--- src/decodePkg.sv ---
package decodePkg;

    // Register number and data word
    typedef logic [4:0]  regIdx_t;
    typedef logic [31:0] word_t;

    // ALU operations handed to execute
    typedef enum logic [3:0] {
        aluNop = 4'd0,
        aluAdd = 4'd1,
        aluSub = 4'd2,
        aluAnd = 4'd3,
        aluOr  = 4'd4,
        aluSlt = 4'd5,
        aluSll = 4'd6,
        aluLui = 4'd7
    } aluOp_t;

    // Primary opcodes of the supported subset
    typedef enum logic [5:0] {
        opSpecial = 6'h00,
        opJ       = 6'h02,
        opJal     = 6'h03,
        opBeq     = 6'h04,
        opBne     = 6'h05,
        opAddiu   = 6'h09,
        opOri     = 6'h0d,
        opLui     = 6'h0f,
        opLw      = 6'h23,
        opSw      = 6'h2b
    } opcode_t;

    // Function codes under SPECIAL
    typedef enum logic [5:0] {
        fnSll     = 6'h00,
        fnJr      = 6'h08,
        fnSyscall = 6'h0c,
        fnAddu    = 6'h21,
        fnSubu    = 6'h23,
        fnAnd     = 6'h24,
        fnOr      = 6'h25,
        fnSlt     = 6'h2a
    } funct_t;

    // One fetched instruction with its PC
    typedef struct packed {
        word_t pc;
        word_t instr;
    } fetchEntry_t;

    // Decoder control fields
    typedef struct packed {
        logic   regDst;
        logic   link;
        logic   jump;
        logic   jumpReg;
        logic   branch;
        logic   branchNe;
        logic   signExt;
        logic   memRead;
        logic   memWrite;
        logic   regWrite;
        logic   sys;
        aluOp_t aluOp;
    } decodeCtrl_t;

    // Forwarded result from a later stage
    typedef struct packed {
        regIdx_t dest;
        word_t   data;
        logic    valid;
    } bypass_t;

    // Packet handed to execute
    typedef struct packed {
        word_t   instr;
        word_t   pc;
        word_t   opA;
        word_t   opB;
        regIdx_t regA;
        regIdx_t regB;
        regIdx_t destReg;
        word_t   memWriteData;
        logic    regWrite;
        aluOp_t  aluOp;
        logic    memRead;
        logic    memWrite;
        logic    [4:0] shamt;
        logic    sys;
    } exePacket_t;

endpackage

--- src/operandBypass.sv ---
`timescale 1ns/1ps

module operandBypass (
    input  decodePkg::regIdx_t readReg,
    input  decodePkg::word_t   rawValue,
    input  decodePkg::bypass_t exeBypass,
    input  decodePkg::bypass_t memBypass,
    input  decodePkg::bypass_t wbPort,
    output decodePkg::word_t   value
);

    always_comb begin
        value = rawValue;
        // r0 never takes a forwarded value
        if (readReg != '0) begin
            // Youngest result wins
            if (exeBypass.valid && (exeBypass.dest == readReg))
                value = exeBypass.data;
            else if (memBypass.valid && (memBypass.dest == readReg))
                value = memBypass.data;
            // Covers the register being written this cycle
            else if (wbPort.valid && (wbPort.dest == readReg))
                value = wbPort.data;
        end
    end

endmodule

--- config.mk ---
export PLATFORM = sky130hd
export DESIGN_NAME = operandBypass
export DESIGN_NICKNAME = d
export VERILOG_FILES = /design/src/decodePkg.sv /design/src/operandBypass.sv
export SDC_FILE = /design/constraint.sdc
export NUM_CORES = 1
export LEC_CHECK = 0
export BUFFER_PORTS_ARGS = -buffer_cell sky130_fd_sc_hd__buf_2
export CAP_MARGIN = 20
export CORE_MARGIN = 1
export CORE_UTILIZATION = 37
export DETAILED_ROUTE_END_ITERATION = 8
export PLACE_DENSITY = 0.91
export SLEW_MARGIN = 0
export SYNTH_ARGS = -nofsm -noshare
export SYNTH_HDL_FRONTEND = slang
export SYNTH_SLANG_ARGS = --single-unit
--- constraint.sdc ---
create_clock -name vclk -period 2.55
set_input_delay 0.51 -clock vclk [all_inputs]
set_output_delay 0.51 -clock vclk [all_outputs]
set_load 0.01 [all_outputs]
==> qor.csv <==
stage;metric;value;unit
timing;Hold Worst Slack;1330;ps
layout;number of non-filler instances in the completed layout;474;
power_and_ir_drop;Reg power frac;0;
global_routing;most crowded layer after global routing;met2;
layout;ratio of cells with drive above 1 in the final layout;0.543;
worst_setup_path;crit path launch;readReg[4];
worst_setup_path;arrival time at the worst endpoint;1960;ps
worst_setup_path;required time at the worst-slack endpoint;2040;ps
layout;Sequential cell area;0;µm²
cts;number of hold buffers added after CTS;0;
timing;final setup violation count;0;
floorplan;number of I/O pins;183;
power_and_ir_drop;Tot Pwr;0.403;mW
layout;Filler cells;411;
routing;antenna-violating nets left;0;
layout;seq_cells;0;
power_and_ir_drop;worst-case vdd ir drop;88.8;µV
worst_setup_path;endpoint type of the worst setup path;primary output;
synthesis;instance count of the mapped netlist;253;
routing;number of DRC violations after detailed routing;23;
power_and_ir_drop;combinational group share of total power;1.000;
global_routing;global route overflow;0;
global_routing;overall routing resource usage;0.262;
routing;WL/cell;15.5;µm
hold_path;Worst Hold Launch;exeBypass[27];
placed_design;pre-CTS setup slack;14.2;ps
floorplan;full die area;4960;µm²
floorplan;height of the chip;70.5;µm
global_routing;met1 track demand over resource;0.288;
power_and_ir_drop;leakage;1.42;nW
timing;Final Hold Fails;0;
power_and_ir_drop;total power density per cell area;147;nW/µm²
timing;setup slack after layout;82.1;ps
power_and_ir_drop;switching power summed over all nets;0.197;mW
synthesis;combined area of all synthesized cells;1730;µm²
routing;TritonRoute pass-1 iters;6;
layout;number of nets in the final layout;575;
status;violations in the final reports;DRC;
placed_design;placed wire-length estimate;5570;µm
layout;clk_buf instances;0;
timing;period utilization;0.968;
placed_design;Inst Count DP;473;
layout;diode count;0;
global_routing;global-route track usage on met3;0.0202;
floorplan;num rows;24;
power_and_ir_drop;Internal Dissipation;0.206;mW
timing;number of max-slew violations in the final report;0;
power_and_ir_drop;part of the total power dissipated in the clock network;0;
hold_path;HP Class;in2out;
timing;Max Freq;405;MHz
synthesis;number of distinct library cells after synthesis;24;
timing;Max transition margin;0.792;
status;run status;finished with violations;
routing;aggregate routed wire length;7350;µm
routing;count of vias placed by the detailed router;2851;
synthesis;Syn Area/Cell;6.85;µm²
global_routing;vias in the first global route;2636;
floorplan;overall die width;70.5;µm
power_and_ir_drop;switching power as a share of total power;0.488;
run;MaxCap Viol Count;0;
synthesis;portion of the post-synthesis area used by sequential elements;0;
worst_setup_path;Max Fanout on Critical Path;14;
placed_design;IO buf count;183;
timing;actual slew at the worst max-slew pin;310;ps
global_routing;largest net degree at the start of global routing;33;
synthesis;Post-Syn Nets;404;
global_routing;grt met2 use;0.531;
global_routing;initial antenna violation count;0;
floorplan;CORE AREA;4440;µm²
hold_path;hold-critical path depth;4;
timing;minimum clock period;2470;ps
worst_setup_path;Worst Setup Start Kind;input port;
placed_design;routability-driven placement congestion ratio;0.806;
timing;TNS Setup;0;ps
global_routing;first-pass GRT wire length;11000;µm
layout;Area Growth Syn to Fin;58.4;%
routing;Detailed Route Iter0 Violations;200;
worst_setup_path;worst setup path class;in2out;
timing;setup repair after global routing missed its margin;yes;
floorplan;initial core utilization;0.390;
synthesis;yosys synthesis warning count;0;
routing;via-per-instance ratio;6.01;
## per-layer routing
layer | part of all wire | vias to the layer above
li1 | - | 1339
met5 | 0 | -
met3 | 0.083 | 24
met1 | 0.38 | 1292
met2 | 0.52 | 196
met4 | 0.019 | 0
## cell usage after synthesis, drive strengths merged
library cell	count	area [µm²]
a31oi	32	200
xnor2	9	78.8
buf	16	128
nor4	1	6.26
clkbuf	16	61.3
and2	1	8.76
and4	1	11.3
a21boi	27	203
a211oi	32	305
xor2	6	52.6
nand4	1	6.26
o31ai	32	265
nor2	35	134
nand2	3	11.3
or2	1	6.26
nand2b	1	13.8
nor3	1	5.00
and3	38	238
## final timing paths
check	endpoint	slack, ps
hold / removal	value[26]	1330
setup / recovery	value[0]	80
## metrics by stage
| step | utilization | instance area [µm²] |
|---|---|---|
| 2_1_floorplan | - | 1730 |
| 3_3_place_gp | 0.612 | 2720 |
| 3_5_place_dp | 0.612 | 2720 |
| 4_1_cts | 0.612 | 2720 |
| 5_1_grt | 0.618 | 2750 |
| 6_report | 0.618 | 2750 |
## cell usage in the layout, fill, tap and decap left out, types with 2 or more instances in the layout
| cell type | count |
|---|---|
| nand2_1 | 2 |
| xor2_1 | 6 |
| o31ai_1 | 27 |
| nor2_2 | 2 |
| nor2_1 | 32 |
| a31oi_1 | 32 |
| nand2b_4 | 2 |
| a21boi_0 | 27 |
| a211oi_2 | 13 |
| o31ai_2 | 5 |
| a211oi_1 | 19 |
| buf_6 | 3 |
| buf_4 | 10 |
| buf_12 | 4 |
| buf_2 | 183 |
| xnor2_1 | 9 |
| and3_1 | 37 |
## timing repair
| action | 4_1_cts | 5_1_grt |
|---|---|---|
| hold endpoints to repair | 0 | 0 |
| setup buffers | 0 | 0 |
| setup endpoints to repair | 0 | 32 |
| resized for setup | 0 | 6 |
## layout make-up
class                      instances  area [µm²]  area share
multi-input combinational        222        1580       0.574
timing repair buffer             200        1100       0.402
tap                               52        65.1      0.0237
## power by group through the flow
stage	Clock (mW)	Sequential [mW]	Combinational (mW)
6_report	0	0	0.403
5_1_grt	0	0	0.433
4_1_cts	0	0	0.397
3_5_place_dp	0	0	0.396
3_3_place_gp	0	0	0.388
2_1_floorplan	0	0	0.189
## critical path, cell delays in order
cell and delay [ps]:
buf_2 140, xor2_1 160, nor4_1 260, and3_2 290, buf_6 190, a31oi_1 150
o31ai_1 100, buf_2 170
## cells by family after synthesis
kind of cell,after synthesis,share of synthesized area
simple gates,83,0.254
compound gates,123,0.561
buf+inv,32,0.109
xor+xnor,15,0.0758
(Power assumes the default switching activity.)
