### src/decodePkg.sv
package decodePkg;

    // Register number and data word
    typedef logic [4:0]  regIdx_t;
    typedef logic [31:0] word_t;

    // ALU operations handed to execute
    typedef enum logic [3:0] {
        aluNop = 4'd0,
        aluAdd = 4'd1,
        aluSub = 4'd2,
        aluAnd = 4'd3,
        aluOr  = 4'd4,
        aluSlt = 4'd5,
        aluSll = 4'd6,
        aluLui = 4'd7
    } aluOp_t;

    // Primary opcodes of the supported subset
    typedef enum logic [5:0] {
        opSpecial = 6'h00,
        opJ       = 6'h02,
        opJal     = 6'h03,
        opBeq     = 6'h04,
        opBne     = 6'h05,
        opAddiu   = 6'h09,
        opOri     = 6'h0d,
        opLui     = 6'h0f,
        opLw      = 6'h23,
        opSw      = 6'h2b
    } opcode_t;

    // Function codes under SPECIAL
    typedef enum logic [5:0] {
        fnSll     = 6'h00,
        fnJr      = 6'h08,
        fnSyscall = 6'h0c,
        fnAddu    = 6'h21,
        fnSubu    = 6'h23,
        fnAnd     = 6'h24,
        fnOr      = 6'h25,
        fnSlt     = 6'h2a
    } funct_t;

    // One fetched instruction with its PC
    typedef struct packed {
        word_t pc;
        word_t instr;
    } fetchEntry_t;

    // Decoder control fields
    typedef struct packed {
        logic   regDst;
        logic   link;
        logic   jump;
        logic   jumpReg;
        logic   branch;
        logic   branchNe;
        logic   signExt;
        logic   memRead;
        logic   memWrite;
        logic   regWrite;
        logic   sys;
        aluOp_t aluOp;
    } decodeCtrl_t;

    // Forwarded result from a later stage
    typedef struct packed {
        regIdx_t dest;
        word_t   data;
        logic    valid;
    } bypass_t;

    // Packet handed to execute
    typedef struct packed {
        word_t   instr;
        word_t   pc;
        word_t   opA;
        word_t   opB;
        regIdx_t regA;
        regIdx_t regB;
        regIdx_t destReg;
        word_t   memWriteData;
        logic    regWrite;
        aluOp_t  aluOp;
        logic    memRead;
        logic    memWrite;
        logic    [4:0] shamt;
        logic    sys;
    } exePacket_t;

endpackage

### src/instrDecoder.sv
`timescale 1ns/1ps

module instrDecoder (
    input  decodePkg::word_t       instr,
    output decodePkg::decodeCtrl_t ctrl
);
    import decodePkg::*;

    always_comb begin
        // Unknown encodings fall through as a no-op
        ctrl = '0;
        case (instr[31:26])
            opSpecial: begin
                ctrl.regDst = 1'b1;
                case (instr[5:0])
                    fnAddu: begin
                        ctrl.regWrite = 1'b1;
                        ctrl.aluOp    = aluAdd;
                    end
                    fnSubu: begin
                        ctrl.regWrite = 1'b1;
                        ctrl.aluOp    = aluSub;
                    end
                    fnAnd: begin
                        ctrl.regWrite = 1'b1;
                        ctrl.aluOp    = aluAnd;
                    end
                    fnOr: begin
                        ctrl.regWrite = 1'b1;
                        ctrl.aluOp    = aluOr;
                    end
                    fnSlt: begin
                        ctrl.regWrite = 1'b1;
                        ctrl.aluOp    = aluSlt;
                    end
                    fnSll: begin
                        ctrl.regWrite = 1'b1;
                        ctrl.aluOp    = aluSll;
                    end
                    // Jump to rs, nothing written back
                    fnJr: begin
                        ctrl.jump    = 1'b1;
                        ctrl.jumpReg = 1'b1;
                    end
                    fnSyscall: ctrl.sys = 1'b1;
                    default: ctrl = '0;
                endcase
            end
            opJ: ctrl.jump = 1'b1;
            // Return address goes to r31 through the ALU
            opJal: begin
                ctrl.jump     = 1'b1;
                ctrl.link     = 1'b1;
                ctrl.regWrite = 1'b1;
                ctrl.aluOp    = aluAdd;
            end
            opBeq: begin
                ctrl.branch  = 1'b1;
                ctrl.signExt = 1'b1;
                ctrl.aluOp   = aluSub;
            end
            opBne: begin
                ctrl.branch   = 1'b1;
                ctrl.branchNe = 1'b1;
                ctrl.signExt  = 1'b1;
                ctrl.aluOp    = aluSub;
            end
            opAddiu: begin
                ctrl.signExt  = 1'b1;
                ctrl.regWrite = 1'b1;
                ctrl.aluOp    = aluAdd;
            end
            // Logical immediates are zero-extended
            opOri: begin
                ctrl.regWrite = 1'b1;
                ctrl.aluOp    = aluOr;
            end
            opLui: begin
                ctrl.regWrite = 1'b1;
                ctrl.aluOp    = aluLui;
            end
            // Address is rs plus the signed offset
            opLw: begin
                ctrl.signExt  = 1'b1;
                ctrl.memRead  = 1'b1;
                ctrl.regWrite = 1'b1;
                ctrl.aluOp    = aluAdd;
            end
            opSw: begin
                ctrl.signExt  = 1'b1;
                ctrl.memWrite = 1'b1;
                ctrl.aluOp    = aluAdd;
            end
            default: ctrl = '0;
        endcase
    end

endmodule

### config.mk
export PLATFORM = sky130hd
export DESIGN_NAME = instrDecoder
export DESIGN_NICKNAME = d
export VERILOG_FILES = /design/src/decodePkg.sv /design/src/instrDecoder.sv
export SDC_FILE = /design/constraint.sdc
export NUM_CORES = 1
export LEC_CHECK = 0
export ABC_AREA = 1
export BUFFER_PORTS_ARGS = -buffer_cell sky130_fd_sc_hd__buf_4
export CORE_MARGIN = 3
export CORE_UTILIZATION = 30
export DETAILED_ROUTE_END_ITERATION = 8
export PLACE_DENSITY = 0.72
export REMOVE_ABC_BUFFERS = 1
export SLEW_MARGIN = 20
export SYNTH_ARGS = -nofsm -noshare
export SYNTH_HDL_FRONTEND = slang
export SYNTH_SLANG_ARGS = --single-unit
export TNS_END_PERCENT = 10
### constraint.sdc
create_clock -name vclk -period 0.9
set_input_delay 0.18 -clock vclk [all_inputs]
set_output_delay 0.18 -clock vclk [all_outputs]
set_load 0.02 [all_outputs]
==> results.tsv <==
stage	metric	value	unit
cells_and_area	share of post-route cells with drive strength above 1	54.5	%
synthesis	post-synth top area share	23.3	%
die	# IOs	47	
cells_and_area	fin area	827	um2
power_and_ir_drop	Lkg Pwr	0.501	nW
detailed_routing	DRT antenna net count	0	
placed_design	Cell Area, Placed	691	um2
cells_and_area	most frequent cells in the layout	buf_4 (24), nand2_1 (21), buf_6 (13)	
global_route	number of global-route vias before repair	567	
detailed_routing	DRT iter0 DRCs	13	
detailed_routing	First-pass DRT Iterations	4	
die	Die Width	42.6	um
die	Starting Density	34.0	%
setup_path	crit path DAT	1.02	ns
synthesis	Avg Synthesized Cell Area	4.74	um2
synthesis	Unique masters post-synth	16	
die	CORE AREA	1190	um2
global_route	first-pass GRT wire length	2240	um
die	die height	42.6	um
die	die footprint	1820	um2
placed_design	Final HPWL DP	1070	um
detailed_routing	Post-Route WL	1390	um
detailed_routing	Remaining DRCs	0	
synthesis	Gate Count Post-Synth	85	
placed_design	Port Buf Inserts	26	
hold_path	Hold Path Depth	3	
global_route	Total GRT Usage	14.9	%
cells_and_area	FF/Latch Area	0	um2
cells_and_area	commonest non-fill, non-tap cell in the layout	buf_4	
sta	fin crit share	134	%
sta	Max Fclk	0.831	GHz
power_and_ir_drop	Peak supply drop	0.206	mV
setup_path	crit path launch type	input port	
setup_path	Setup CP Type	in -> out	
synthesis	largest area contributor in the netlist	nand2_1	
cells_and_area	clock buffers	0	
cells_and_area	number of diodes	0	
synthesis	largest cells by area after synthesis	nand2_1 (23%), inv_1 (16%), nand3_1 (14%), nor2_1 (13%), nor2_4 (8.4%)	
setup_path	CP Capture Type	output pin	
sta	worst setup margin	-0.304	ns
placed_design	RePlAce Congestion	0.862	
sta	shortest period the worst path allows	1.20	ns
job	Max Cap Viol	0	
synthesis	post-synthesis sequential area ratio	0	%
power_and_ir_drop	pwr/cell area	328	nW/um2
synthesis	yosys warns	0	
synthesis	synthesized area	403	um2
run_status	failing checks	negative setup slack	
sta	max-slew violation count	0	
cells_and_area	Area growth syn-to-layout	105	%
cells_and_area	area of the multi-input gates	389	um2
sta	# setup viols final	14	
global_route	initial antenna violation count	0	
run_status	outcome	finished with violations	
setup_path	Crit Path Max Fanout	3	
cells_and_area	Util after Layout	69.7	%
global_route	global route overflow	0	
sta	RSZ-0062 raised after global routing	yes	
die	row count	12	
cells_and_area	seq_cells	0	
hold_path	HP Class	in -> out	
cells_and_area	NumNets Final	157	
sta	Hold Vio Cnt, Final	0	
detailed_routing	vias after detailed routing	641	
detailed_routing	via/cell ratio	4.68	
cells_and_area	Layout fillers	117	
setup_path	critical path required time	0.72	ns
global_route	largest net degree at the start of global routing	7	
detailed_routing	per-cell routed wire length	10.1	um
## what timing repair did
action                     4_1_cts  5_1_grt
hold buffers                     0        0
gates resized for setup         33        8
cloned                           0        0
setup buffers                    2        0
pin swaps                       10        4
setup endpoints to repair       14       14
## layer usage
metal	global-route usage [%]	share of wire, %	up-vias
li1	-	-	341
met3	0.429	7.0	0
met4	0	0	0
met5	0	0	-
met1	18.8	41	277
met2	28.7	52	23
## kinds of logic (layout without fill, tap and decap cells)
kind of cell	Yosys count	count (layout)	synth area share, %
AND/OR/NAND/NOR	61	61	74.2
buffers and inverters	18	56	17.7
AO/OA/AOI/OAI	5	5	7.14
other	1	1	0.931
## power by group
part           internal, mW  switching, mW
clock network             0              0
registers                 0              0
logic                 0.131          0.140
total                 0.131          0.140
## synth_stat cells, drive strengths merged
cell type / number
inv: 17
nand4: 3
o21ai: 4
nor4: 1
conb: 1
buf: 1
a21oi: 1
nor2: 18
nand2: 27
nor3: 1
nand3: 11
## layout make-up
class                           count  share of cell area (%)
Inverter                           17                    7.72
Multi-Input combinational cell     67                    47.0
Tap cell                           14                    2.12
Timing Repair Buffer               39                    43.1
## final timing paths
check | start | to | slack, ns
worst max-delay path | instr[3] | ctrl[14] | -0.30
worst min-delay path | instr[29] | ctrl[9] | 0.66
## per-stage QoR
| step | TNS [ns] | setup WS, ns | cells | hold WS, ns | power, mW |
|---|---|---|---|---|---|
| 3_5_place_dp | -3.70 | -0.366 | 135 | 0.668 | 0.220 |
| 3_3_place_gp | -3.59 | -0.350 | 135 | 0.673 | 0.217 |
| 5_1_grt | -3.97 | -0.364 | 137 | 0.672 | 0.292 |
| 4_1_cts | -3.02 | -0.314 | 137 | 0.653 | 0.260 |
| 2_1_floorplan | -1.73 | -0.332 | 84 | 0.440 | 0.0923 |
| 6_report | -3.13 | -0.304 | 137 | 0.662 | 0.271 |
## critical path, stage by stage
cell     delay [ns]
buf_4          0.12
inv_1          0.08
nand2_1        0.07
nor2_2         0.15
o21ai_1        0.10
nand3_2        0.09
nand2_2        0.05
nand2_1        0.07
buf_6          0.12
(Power assumes the default switching activity.)
