`src/decodePkg.sv`:
```
package decodePkg;

    // Register number and data word
    typedef logic [4:0]  regIdx_t;
    typedef logic [31:0] word_t;

    // ALU operations handed to execute
    typedef enum logic [3:0] {
        aluNop = 4'd0,
        aluAdd = 4'd1,
        aluSub = 4'd2,
        aluAnd = 4'd3,
        aluOr  = 4'd4,
        aluSlt = 4'd5,
        aluSll = 4'd6,
        aluLui = 4'd7
    } aluOp_t;

    // Primary opcodes of the supported subset
    typedef enum logic [5:0] {
        opSpecial = 6'h00,
        opJ       = 6'h02,
        opJal     = 6'h03,
        opBeq     = 6'h04,
        opBne     = 6'h05,
        opAddiu   = 6'h09,
        opOri     = 6'h0d,
        opLui     = 6'h0f,
        opLw      = 6'h23,
        opSw      = 6'h2b
    } opcode_t;

    // Function codes under SPECIAL
    typedef enum logic [5:0] {
        fnSll     = 6'h00,
        fnJr      = 6'h08,
        fnSyscall = 6'h0c,
        fnAddu    = 6'h21,
        fnSubu    = 6'h23,
        fnAnd     = 6'h24,
        fnOr      = 6'h25,
        fnSlt     = 6'h2a
    } funct_t;

    // One fetched instruction with its PC
    typedef struct packed {
        word_t pc;
        word_t instr;
    } fetchEntry_t;

    // Decoder control fields
    typedef struct packed {
        logic   regDst;
        logic   link;
        logic   jump;
        logic   jumpReg;
        logic   branch;
        logic   branchNe;
        logic   signExt;
        logic   memRead;
        logic   memWrite;
        logic   regWrite;
        logic   sys;
        aluOp_t aluOp;
    } decodeCtrl_t;

    // Forwarded result from a later stage
    typedef struct packed {
        regIdx_t dest;
        word_t   data;
        logic    valid;
    } bypass_t;

    // Packet handed to execute
    typedef struct packed {
        word_t   instr;
        word_t   pc;
        word_t   opA;
        word_t   opB;
        regIdx_t regA;
        regIdx_t regB;
        regIdx_t destReg;
        word_t   memWriteData;
        logic    regWrite;
        aluOp_t  aluOp;
        logic    memRead;
        logic    memWrite;
        logic    [4:0] shamt;
        logic    sys;
    } exePacket_t;

endpackage

```
`src/regFile.sv`:
```
`timescale 1ns/1ps

module regFile (
    input  logic               CLK,
    input  logic               RESET,
    input  decodePkg::regIdx_t readA,
    input  decodePkg::regIdx_t readB,
    input  decodePkg::regIdx_t readC,
    input  decodePkg::bypass_t wbPort,
    output decodePkg::word_t   dataA,
    output decodePkg::word_t   dataB,
    output decodePkg::word_t   dataC
);
    import decodePkg::*;

    // Architectural registers
    word_t regs [32];

    // Single write port from writeback
    always_ff @(posedge CLK or negedge RESET) begin
        if (!RESET) begin
            for (int i = 0; i < 32; i++)
                regs[i] <= '0;
        end else if (wbPort.valid && (wbPort.dest != '0)) begin
            regs[wbPort.dest] <= wbPort.data;
        end
    end

    // Three asynchronous reads
    // r0 is hardwired to zero
    assign dataA = (readA == '0) ? '0 : regs[readA];
    assign dataB = (readB == '0) ? '0 : regs[readB];
    assign dataC = (readC == '0) ? '0 : regs[readC];

endmodule

```
`config.mk`:
```
export PLATFORM = sky130hd
export DESIGN_NAME = regFile
export DESIGN_NICKNAME = d
export VERILOG_FILES = /design/src/decodePkg.sv /design/src/regFile.sv
export SDC_FILE = /design/constraint.sdc
export NUM_CORES = 2
export LEC_CHECK = 0
export BUFFER_PORTS_ARGS = -buffer_cell sky130_fd_sc_hd__clkbuf_2
export CELL_PAD_IN_SITES_DETAIL_PLACEMENT = 1
export CELL_PAD_IN_SITES_GLOBAL_PLACEMENT = 2
export CORE_MARGIN = 2
export CORE_UTILIZATION = 29
export CTS_CLUSTER_SIZE = 12
export DETAILED_ROUTE_END_ITERATION = 8
export HOLD_SLACK_MARGIN = 0.02
export PLACE_DENSITY_LB_ADDON = 0.3
export SLEW_MARGIN = 20
export SYNTH_ARGS = -nofsm -noshare
export SYNTH_HDL_FRONTEND = slang
export SYNTH_SLANG_ARGS = --single-unit
export TNS_END_PERCENT = 1
```
`constraint.sdc`:
```
create_clock -name CLK -period 3.3 [get_ports CLK]
set_clock_uncertainty 0.2 [all_clocks]
set_input_delay 0.66 -clock CLK [delete_from_list [all_inputs] [get_ports CLK]]
set_output_delay 0.66 -clock CLK [all_outputs]
set_load 0.05 [all_outputs]
```
==> results by group <==
Run status
  • Status: finished with violations
  • Failing checks: setup timing

Die
  • Core Region: roughly 210,000 um^2
  • Die area: roughly 220,000 um^2
  • Initial Utilization: between 20 and 30%
  • Die Y: 468 um
  • I/O pin cnt: about 150
  • Die X: between 400 and 500 um
  • Std-Cell Rows: 170

STA
  • RSZ-0062 raised after global routing: true
  • Worst-margin pin slew: 0.890 ns
  • Final Hold Vio Count: 0
  • FMAX: around 270 MHz
  • Final WS setup: -0.370 ns
  • Crit share post-route: 111%
  • Final Max Slew Viols: 0
  • Min Tclk post-route: roughly 3.7 ns
  • Final hold slack: 0.225 ns
  • Slew margin rel.: around two fifths
  • Final setup vio count: 96

Yosys
  • Synthesized flop and latch total: a little over 1,000
  • Top cells by count, synth: mux2_2, dfrtp_1, mux4_2, mux2i_1, clkbuf_1
  • Syn Nets: ~4,300
  • Ranking of synthesized cells by area: dfrtp_1, mux4_2, mux2_2, mux2i_1, clkbuf_1
  • Xor/xnor share of the synthesized area: 0%
  • Leading area contributor after synthesis: dfrtp_1
  • YS warnings: 0
  • Post-synthesis cell count: 4,204
  • Adder-cell share of the synthesized area: 0%
  • Post-synthesis sequential area ratio: between 40% and 50%
  • Post-synth EDFFs: 0
  • Mux share of post-synthesis cell area: about half
  • Mapped Avg Cell Area: 14.8 um^2
  • Post-synthesis simple-gate area fraction: 2.15%
  • Syn Std Cell Area: 62,400 um^2
  • Top-count cell post-synth: mux2_2
  • Largest family of logic cells by synthesized area: multiplexers
  • Top cell type's share of synthesized area: approximately 41%
  • Synth Area in Compound Gates: under 10%
  • Asr flop ratio synth: 100%
  • Post-synth cell types: slightly above 40
  • Post-synth top flop: dfrtp_1

Power and ir drop
  • Sequential cell fraction of total power: roughly 39%
  • P_int: 0.0310 W
  • Psw: between 0.01 and 0.015 W
  • Net Sw Frac: about a third
  • Worst VDD drop: between 0.4 and 0.5 mV
  • Logic pwr share: between 20 and 30%
  • Final Power: 0.0453 W
  • Clock Power Share: around a third
  • Pwr Density: ~570 nW/um^2
  • Leakage Power: 33.5 nW

Route
  • Vias per Instance: 5.87
  • Vias: 44,400
  • Detailed-router iteration count before antenna repair: 5
  • Drt total wl: about 270 mm
  • Drt drc: 0
  • ANT nets after route: 0
  • Drt wl/cell: about 36 um
  • Iteration-0 DRC Markers: approximately 3,400

CTS
  • TritonCTS buffer count: roughly 120
  • Latest clock arrival within the worst-skew pair: slightly below 0.8 ns
  • Clock tree root driver cell: clkbuf_16
  • Sink Count: 1,024
  • Clock Path Buffers: 3
  • Htree depth: 3
  • CTS tree: yes
  • Clk slew on worst S/H paths: approximately 0.060 ns

Critical path
  • Crit path max fanout: 4
  • Crit Path Class: reg2out
  • CP required: roughly 2.4 ns
  • Startpoint Class: register
  • CP Capture Type: primary output
  • Critical path arrival: between 2 and 3 ns

Cells and area
  • Layout area overhead: 28.1%
  • # nets final: around 4,700
  • Fraction of layout cells with a size suffix above 1: 64.4%
  • Biggest register: regs
  • Largest registers: regs x1024
  • Core Util, Final: between 30% and 40%
  • Max reg flops: 1,024
  • Design area: 79,900 um^2

GRT
  • GRT overflow: 0
  • Initial antenna violation count: 11
  • First-pass GRT wire length: between 300 and 400 mm
  • Largest net degree at the start of global routing: 84
  • Vias in the first global route: ~48,000
  • Tot GR Track Use: approximately 25%

Job
  • Maxcap violations: 0

Min path
  • Type of the worst min-delay path: reg2reg

Place
  • Placed instance area: about 73,000 um^2
  • RD Place Congestion: between 0.8 and 0.9
  • Worst slack at placement: -0.792 ns
  • HPWL after DPL: around 180 mm
  • PortBufs: 150
[cell usage in the layout, fill, tap and decap left out, drive strengths merged, types with 14 or more instances in the layout]
cell type	Yosys	routed
mux4	680	680
o22ai	94	94
o221ai	25	25
nor3	67	67
bufinv	0	17
a22oi	79	79
a2111oi	29	29
buf	243	707
nor2	21	21
nand2	31	31
a22o	47	47
clkbuf	268	260
clkinv	2	26
mux2	1056	1056
dfrtp	1024	1024
nor4	23	23
a211oi	56	56
o32ai	14	14
and2	18	18
a21oi	40	40
mux2i	283	283
nor2b	50	50
[worst max-delay path, stage by stage, from the launching register on]
cell and delay [ns]:
dfrtp_1 0.41, mux4_2 0.50, mux4_2 0.58, o22ai_4 0.23, nor3_4 0.13, buf_12 0.17
[cell families after synthesis]
group	Yosys count
flops	1024
compound gates	403
buf+inv	513
mux	2019
simple gates	245
[layer usage]
metal  track usage [%]  vias up  share of wire (%)
met5                 0        -              0.036
met4              9.64       12                4.4
met3              4.24      506                5.9
met2              40.7     1591                 48
met1              32.3    24600                 42
li1                  -    17700                  -
[final cells by class]
| class | instances | area, um^2 |
|---|---|---|
| diodes | 4 | 10.0 |
| clock buffers | 173 | 3550 |
| flip-flops and latches | 1024 | 25600 |
| repair buffers | 797 | 9560 |
| well taps | 2838 | 3550 |
| inverters | 2 | 7.51 |
| fillers | 21400 | 134000 |
| clock inverters | 55 | 763 |
| multi-input cells | 2667 | 36800 |
[power by group through the flow]
stage                     combinational, W  sequential (W)  clock, W
after CTS                           0.0128          0.0174    0.0151
after floorplan                    0.00826          0.0166         0
after global routing                0.0136          0.0179    0.0156
final                               0.0129          0.0175    0.0148
after global placement              0.0118          0.0175         0
after detailed placement            0.0120          0.0177         0
[repair_timing]
item                                    4_1_cts  5_1_grt
hold buffers                                  1        0
buffers inserted                             28        2
hold endpoints to repair                     14        0
cloned                                        3        0
pin swaps                                    97       30
endpoints found under the setup margin       96       96
gates resized for setup                     387       82
[worst paths after layout]
| check | cells past startpoint | slack, ns | to | from |
|---|---|---|---|---|
| max | 5 | -0.37 | dataB[12] | regs[12] |
| min | 0 | 0.22 | regs[1012] | regs[1012] |
| max reg2reg | 2 | 2.17 | regs[652] | regs[652] |
| min reg2reg | 0 | 0.22 | regs[1012] | regs[1012] |
| max in group asynchronous | 3 | 1.56 | regs[855] | RESET |
| min in group asynchronous | 2 | 0.31 | regs[804] | RESET |
[stage by stage]
stage / std cells / setup TNS, ns
CTS: 7554 / -25.96
global route: 7556 / -26.97
finish: 7560 / -22.28
global placement: 7297 / -46.93
floorplan: 4204 / -7.15
detailed placement: 7297 / -47.44
(Power assumes the default switching activity.)
