`src/decodePkg.sv`:
```
package decodePkg;

    // Register number and data word
    typedef logic [4:0]  regIdx_t;
    typedef logic [31:0] word_t;

    // ALU operations handed to execute
    typedef enum logic [3:0] {
        aluNop = 4'd0,
        aluAdd = 4'd1,
        aluSub = 4'd2,
        aluAnd = 4'd3,
        aluOr  = 4'd4,
        aluSlt = 4'd5,
        aluSll = 4'd6,
        aluLui = 4'd7
    } aluOp_t;

    // Primary opcodes of the supported subset
    typedef enum logic [5:0] {
        opSpecial = 6'h00,
        opJ       = 6'h02,
        opJal     = 6'h03,
        opBeq     = 6'h04,
        opBne     = 6'h05,
        opAddiu   = 6'h09,
        opOri     = 6'h0d,
        opLui     = 6'h0f,
        opLw      = 6'h23,
        opSw      = 6'h2b
    } opcode_t;

    // Function codes under SPECIAL
    typedef enum logic [5:0] {
        fnSll     = 6'h00,
        fnJr      = 6'h08,
        fnSyscall = 6'h0c,
        fnAddu    = 6'h21,
        fnSubu    = 6'h23,
        fnAnd     = 6'h24,
        fnOr      = 6'h25,
        fnSlt     = 6'h2a
    } funct_t;

    // One fetched instruction with its PC
    typedef struct packed {
        word_t pc;
        word_t instr;
    } fetchEntry_t;

    // Decoder control fields
    typedef struct packed {
        logic   regDst;
        logic   link;
        logic   jump;
        logic   jumpReg;
        logic   branch;
        logic   branchNe;
        logic   signExt;
        logic   memRead;
        logic   memWrite;
        logic   regWrite;
        logic   sys;
        aluOp_t aluOp;
    } decodeCtrl_t;

    // Forwarded result from a later stage
    typedef struct packed {
        regIdx_t dest;
        word_t   data;
        logic    valid;
    } bypass_t;

    // Packet handed to execute
    typedef struct packed {
        word_t   instr;
        word_t   pc;
        word_t   opA;
        word_t   opB;
        regIdx_t regA;
        regIdx_t regB;
        regIdx_t destReg;
        word_t   memWriteData;
        logic    regWrite;
        aluOp_t  aluOp;
        logic    memRead;
        logic    memWrite;
        logic    [4:0] shamt;
        logic    sys;
    } exePacket_t;

endpackage

```
`src/branchUnit.sv`:
```
`timescale 1ns/1ps

module branchUnit (
    input  decodePkg::word_t       instr,
    input  decodePkg::word_t       pc,
    input  decodePkg::word_t       rsValue,
    input  decodePkg::word_t       rtValue,
    input  decodePkg::decodeCtrl_t ctrl,
    output decodePkg::word_t       target,
    output logic                   taken
);
    import decodePkg::*;

    word_t pcPlus4;
    word_t branchOffset;
    logic  regsEqual;

    assign pcPlus4      = pc + 32'd4;
    // Word offset, sign-extended and scaled to bytes
    assign branchOffset = {{14{instr[15]}}, instr[15:0], 2'b00};
    assign regsEqual    = (rsValue == rtValue);

    // Target select
    always_comb begin
        if (ctrl.jumpReg)
            target = rsValue;
        else if (ctrl.jump)
            // Region bits come from pc plus 4
            target = {pcPlus4[31:28], instr[25:0], 2'b00};
        else
            target = pcPlus4 + branchOffset;
    end

    // Jumps always redirect
    // Branches follow the compare
    always_comb begin
        if (ctrl.jump)
            taken = 1'b1;
        else if (ctrl.branch)
            taken = ctrl.branchNe ? !regsEqual : regsEqual;
        else
            taken = 1'b0;
    end

endmodule

```
`config.mk`:
```
export PLATFORM = sky130hd
export DESIGN_NAME = branchUnit
export DESIGN_NICKNAME = d
export VERILOG_FILES = /design/src/decodePkg.sv /design/src/branchUnit.sv
export SDC_FILE = /design/constraint.sdc
export NUM_CORES = 1
export LEC_CHECK = 0
export ABC_CLOCK_PERIOD_IN_PS = 6570
export BUFFER_PORTS_ARGS = -buffer_cell sky130_fd_sc_hd__buf_2
export CORE_MARGIN = 2
export CORE_UTILIZATION = 47
export DETAILED_ROUTE_END_ITERATION = 7
export PLACE_DENSITY_LB_ADDON = 0.2
export SLEW_MARGIN = 20
export SYNTH_ARGS = -nofsm -noshare
export SYNTH_HDL_FRONTEND = slang
export SYNTH_SLANG_ARGS = --single-unit
```
`constraint.sdc`:
```
create_clock -name vclk -period 6.57
set_input_delay 0.9855 -clock vclk [all_inputs]
set_output_delay 0.9855 -clock vclk [all_outputs]
set_load 0.1 [all_outputs]
```
==> metrics.txt, run 1 <==
status=finished clean; fin util=61.91%; Hold Fails Final Rpt=0; Crit path arrival time=5.18 ns; CP required=5.58 ns; largest net degree at the start of global routing=54; drt pass-1 iters=4; most frequent cells in the layout=159 x buf_2, 68 x xnor2_1, 43 x nand2_1; syn avg cell area=6.967 um2; Critical Path Source=pc[8]; critical path peak fanout=5; # diodes=0; GPL Wtd Cong=0.9736; final cycle utilization of the critical path=93.87%; drc violations=0; hpwl dp=9.034 mm; row count=29; Sequential cell area=0 um2; Tot GR Track Use=27.92%; post-CTS setup buffers=0; worst vdd ir=134.0 uV; hold_sp=rsValue[13]; Final ANT Viol Nets=0; Post-Syn Instances=440; Ys Warns=0; fin cells=662; final setup TNS=0 ns; # port buffers=159; vias in the first global route=3528; final net count=766; min-delay worst type=input pin to output port; WHS Endpoint=target[13]; Critical Path Source Type=input pin; Synth Net Count=619; hold path cells=4; DRT Wirelength=10.57 mm; post-CTS sizing=0; I/O pins=176; core area=6314 um2; final worst path period need=6.168 ns; die width=84.76 um; P&R area growth vs syn=27.51%; Starting Density=48.55%; gr ovfl total=0; clock buf count=0; Crit. End Element=output port; first-pass GRT wire length=16.73 mm; RSZ-0062 raised after global routing=false; Via density=5.737; pwr/cell area=130.7 nW/um2; sequential share of the synthesized area=0%; Highest Clock Rate=162.1 MHz; Pleak=1.853 nW; Synth cell types=59; FFs & Latches=0; commonest non-fill, non-tap cell in the layout=buf_2; 1st-iter DRT viols=182; layout cells sized above 1=31.97%; Worst-Margin Slew=0.8985 ns; Die Y=84.76 um; CP Class=input pin to output port; Setup violations, final=0; relative slew slack=40.10%; DR WL/cell=15.97 um; initial antenna violation count=0; DP Cell Count=662; fillers=647; post-route cell area=3909 um2; hold_buf cts=0; pins over their slew limit=0; multi-input gate area in the final layout=2972 um2; Vias=3798; max capacitance violation total=0; DP Area=3909 um2; Synth Cell Area=3065 um2; die area=7184 um2
==> area by class of cell <==
class / instances / area share [%]
well taps: 77 / 2.465
repair buffers: 160 / 20.55
multi-input cells: 415 / 76.02
inverters: 10 / 0.9603
==> routing by layer <==
metal  vias up  GRT usage, %  wire length (um)  share of wire, %
met5         -             0                 0                 0
li1       1908             -                 -                 -
met3        14         1.672               673               6.4
met2       139         50.04              5088                48
met4         0         4.906               205               1.9
met1      1737         37.20              4607                44
==> through the flow <==
step	setup slack, ns	power [mW]	hold WS [ns]
6_report	0.4025	0.5111	2.486
3_3_place_gp	0.4836	0.4997	2.478
4_1_cts	0.4161	0.5078	2.485
5_1_grt	0.07600	0.5437	2.497
3_5_place_dp	0.4243	0.5062	2.484
2_1_floorplan	0.2491	0.3830	2.401
==> critical path, cell delays in order <==
cell and delay (ns):
buf_2 0.13, and4_1 0.23, and3_1 0.25, and4_1 0.28, nand2_1 0.09, nor2_1 0.22, and3_1 0.23, nand3_1 0.12
xnor2_1 0.15, ha_1 0.33, inv_1 0.12, nor2_1 0.07, nor2_1 0.11, a21oi_1 0.06, a41o_2 0.28, nand2_2 0.08
o21ai_2 0.08, a221oi_2 0.28, mux4_2 0.55, o211ai_2 0.09, buf_2 0.45
==> Yosys cell counts, drive strengths merged (3+ instances only) <==
cell type,instances,area (um2)
clkbuf,14,52.55
a21oi,39,195.2
a22oi,3,22.52
nor2,31,116.4
nand2b,4,25.02
and3,9,57.56
o31ai,3,22.52
nor3,5,25.02
o21bai,6,45.04
nand2,44,167.7
a211oi,3,22.52
a31oi,3,18.77
nand3,17,85.08
xnor2,68,595.6
o21ai,31,158.9
xor2,17,148.9
or2,3,18.77
o211ai,3,27.52
a21o,15,113.9
o21a,11,82.58
ha,35,437.9
mux2,10,112.6
nand4,17,112.6
and4,6,53.80
a221oi,3,32.53
inv,10,37.53
==> kinds of logic after synthesis <==
kind of cell             Yosys count  synth area share, %
AND/OR/NAND/NOR                  147                24.12
buffers and inverters             25                3.061
multiplexers                      13                5.061
AO/OA/AOI/OAI                    134                28.53
adder cells (fa/ha/maj)           36                14.94
XOR/XNOR                          85                24.29
==> power breakdown <==
part	switching (mW)	total [mW]	internal (mW)	leakage, nW
combinational	0.352	0.511	0.159	1.85
sequential	0	0	0	0
clock	0	0	0	0
total	0.352	0.511	0.159	1.85
==> worst max-delay path by stage <==
stage and end:
2_1_floorplan target[26], 3_3_place_gp target[31], 3_5_place_dp target[31], 4_1_cts target[31], 5_1_grt target[31], 6_report target[31]
Power figures use the tool's default switching activity.
==> inputs of run 2 (changes only) <==
==> constraint.sdc (replaced) <==
create_clock -name vclk -period 6.57
set_input_delay 0.3285 -clock vclk [all_inputs]
set_output_delay 0.3285 -clock vclk [all_outputs]
set_load 0.1 [all_outputs]
==> run 2 against run 1 <==
  * Die area is the same
  * Power down 0.17%
  * Flip-flop and latch count unchanged
  * Non-clock buffer count fell by 1
  * Final cell count decreased by 0.15%
  * Core utilization shrank 0.12 points
  * Cell area is 0.19% lower
  * Worst setup slack better by 1.1 ns
  * First-iteration DRC count down 2.2%
  * Highest routed layer unchanged
==> metrics.txt, run 2 (synthesized netlist as in run 1, its figures left out) <==
status=finished clean; Critical Path Source Type=input pin; most frequent cells in the layout=159 x buf_2, 68 x xnor2_1, 43 x nand2_1; largest stage delay on the critical path=0.55 ns; drt pass-1 iters=4; first-pass GRT wire length=16.53 mm; DRT Wirelength=10.43 mm; final setup TNS=0 ns; relative slew slack=41.02%; Hold Fails Final Rpt=0; Setup violations, final=0; Vias=3759; layout cells sized above 1=31.85%; Sequential cell area=0 um2; Critical Path Source=pc[4]; fillers=657; CP Class=input pin to output port; post-CTS sizing=0; final worst path period need=5.050 ns; Pleak=1.847 nW; pwr/cell area=130.8 nW/um2; die area=7184 um2; GPL Wtd Cong=0.9383; post-CTS setup buffers=0; clock buf count=0; CP required=6.24 ns; final net count=765; Final ANT Viol Nets=0; Crit. End Element=output port; Cell Chain, Critical Path=buf_2, and3_1, and2_0, and3_1, nand3_1, xnor2_1, ha_1, a21oi_1, o21ai_0, o41ai_1, o311ai_2, a41o_2, nand2_2, o21ai_2, a221oi_2, mux4_2, o211ai_2, buf_2; Starting Density=48.55%; gr ovfl total=0; worst setup margin=1.520 ns; RSZ-0062 raised after global routing=false; hold_buf cts=0; # diodes=0; vias in the first global route=3521; drc violations=0; worst vdd ir=122.2 uV; 1st-iter DRT viols=178; initial antenna violation count=0; DR WL/cell=15.78 um; hpwl dp=8.880 mm; largest net degree at the start of global routing=54; hold_sp=rsValue[3]; P&R area growth vs syn=27.27%; Place WS=1.634 ns; FFs & Latches=0; commonest non-fill, non-tap cell in the layout=buf_2; # port buffers=159; Via density=5.687; max capacitance violation total=0; final cycle utilization of the critical path=76.87%; multi-input gate area in the final layout=2972 um2; I/O pins=176; min-delay worst type=input pin to output port; critical path peak fanout=7; Crit path arrival time=4.72 ns; row count=29; Worst-Margin Slew=0.8848 ns; slowest CP cell=mux4_2; Tot GR Track Use=27.55%; die width=84.76 um; pins over their slew limit=0; core area=6314 um2; Die Y=84.76 um; Highest Clock Rate=198.0 MHz
## run 2: cell types whose count changed in the layout (fill, tap and decap cells not counted), sizes merged
cell / delta
buf: -1
## run 2: stage by stage
| stage | hold slack [ns] | total power, mW | std cells | util [%] | area (um2) |
|---|---|---|---|---|---|
| 4_1_cts | 1.169 | 0.5073 | 661 | 61.79 | 3901 |
| 3_3_place_gp | 1.163 | 0.4993 | 661 | 61.79 | 3901 |
| 6_report | 1.168 | 0.5102 | 661 | 61.79 | 3901 |
| 3_5_place_dp | 1.168 | 0.5051 | 661 | 61.79 | 3901 |
| 5_1_grt | 1.192 | 0.5433 | 661 | 61.79 | 3901 |
| 2_1_floorplan | 1.087 | 0.3829 | 440 | - | 3065 |
## run 2: power breakdown
| part | leakage, nW | internal, mW | switching [mW] |
|---|---|---|---|
| sequential | 0 | 0 | 0 |
| combinational | 1.85 | 0.159 | 0.351 |
| clock | 0 | 0 | 0 |
| total | 1.85 | 0.159 | 0.351 |
## run 2: layout make-up
cell class	instances	area share, %
inverter	10	0.9622
multi-input combinational	415	76.17
tap	77	2.470
timing repair buffer	159	20.40
## run 2: metal layers
layer	routed length, um	global-route usage [%]	share of wire [%]	vias to the layer above
met5	0	0	0	-
met4	178	4.040	1.7	0
met3	638	2.065	6.1	14
met2	4925	49.82	47	139
met1	4688	36.39	45	1694
li1	-	-	-	1912
## run 2: path summary, 6_finish.rpt
check / end / slack (ns) / cells past startpoint
min: target[3] / 1.17 / 4
max: target[31] / 1.52 / 18
## run 2: worst max-delay path, delay by kind of cell
family,cells,cell delay (ns)
AOI/OAI and AO/OA,8,1.82
xor gates and xnor gates,1,0.17
adders and majority gates,1,0.24
buffers and inverters,2,0.56
muxes,1,0.55
and+or+nand+nor,5,1.03
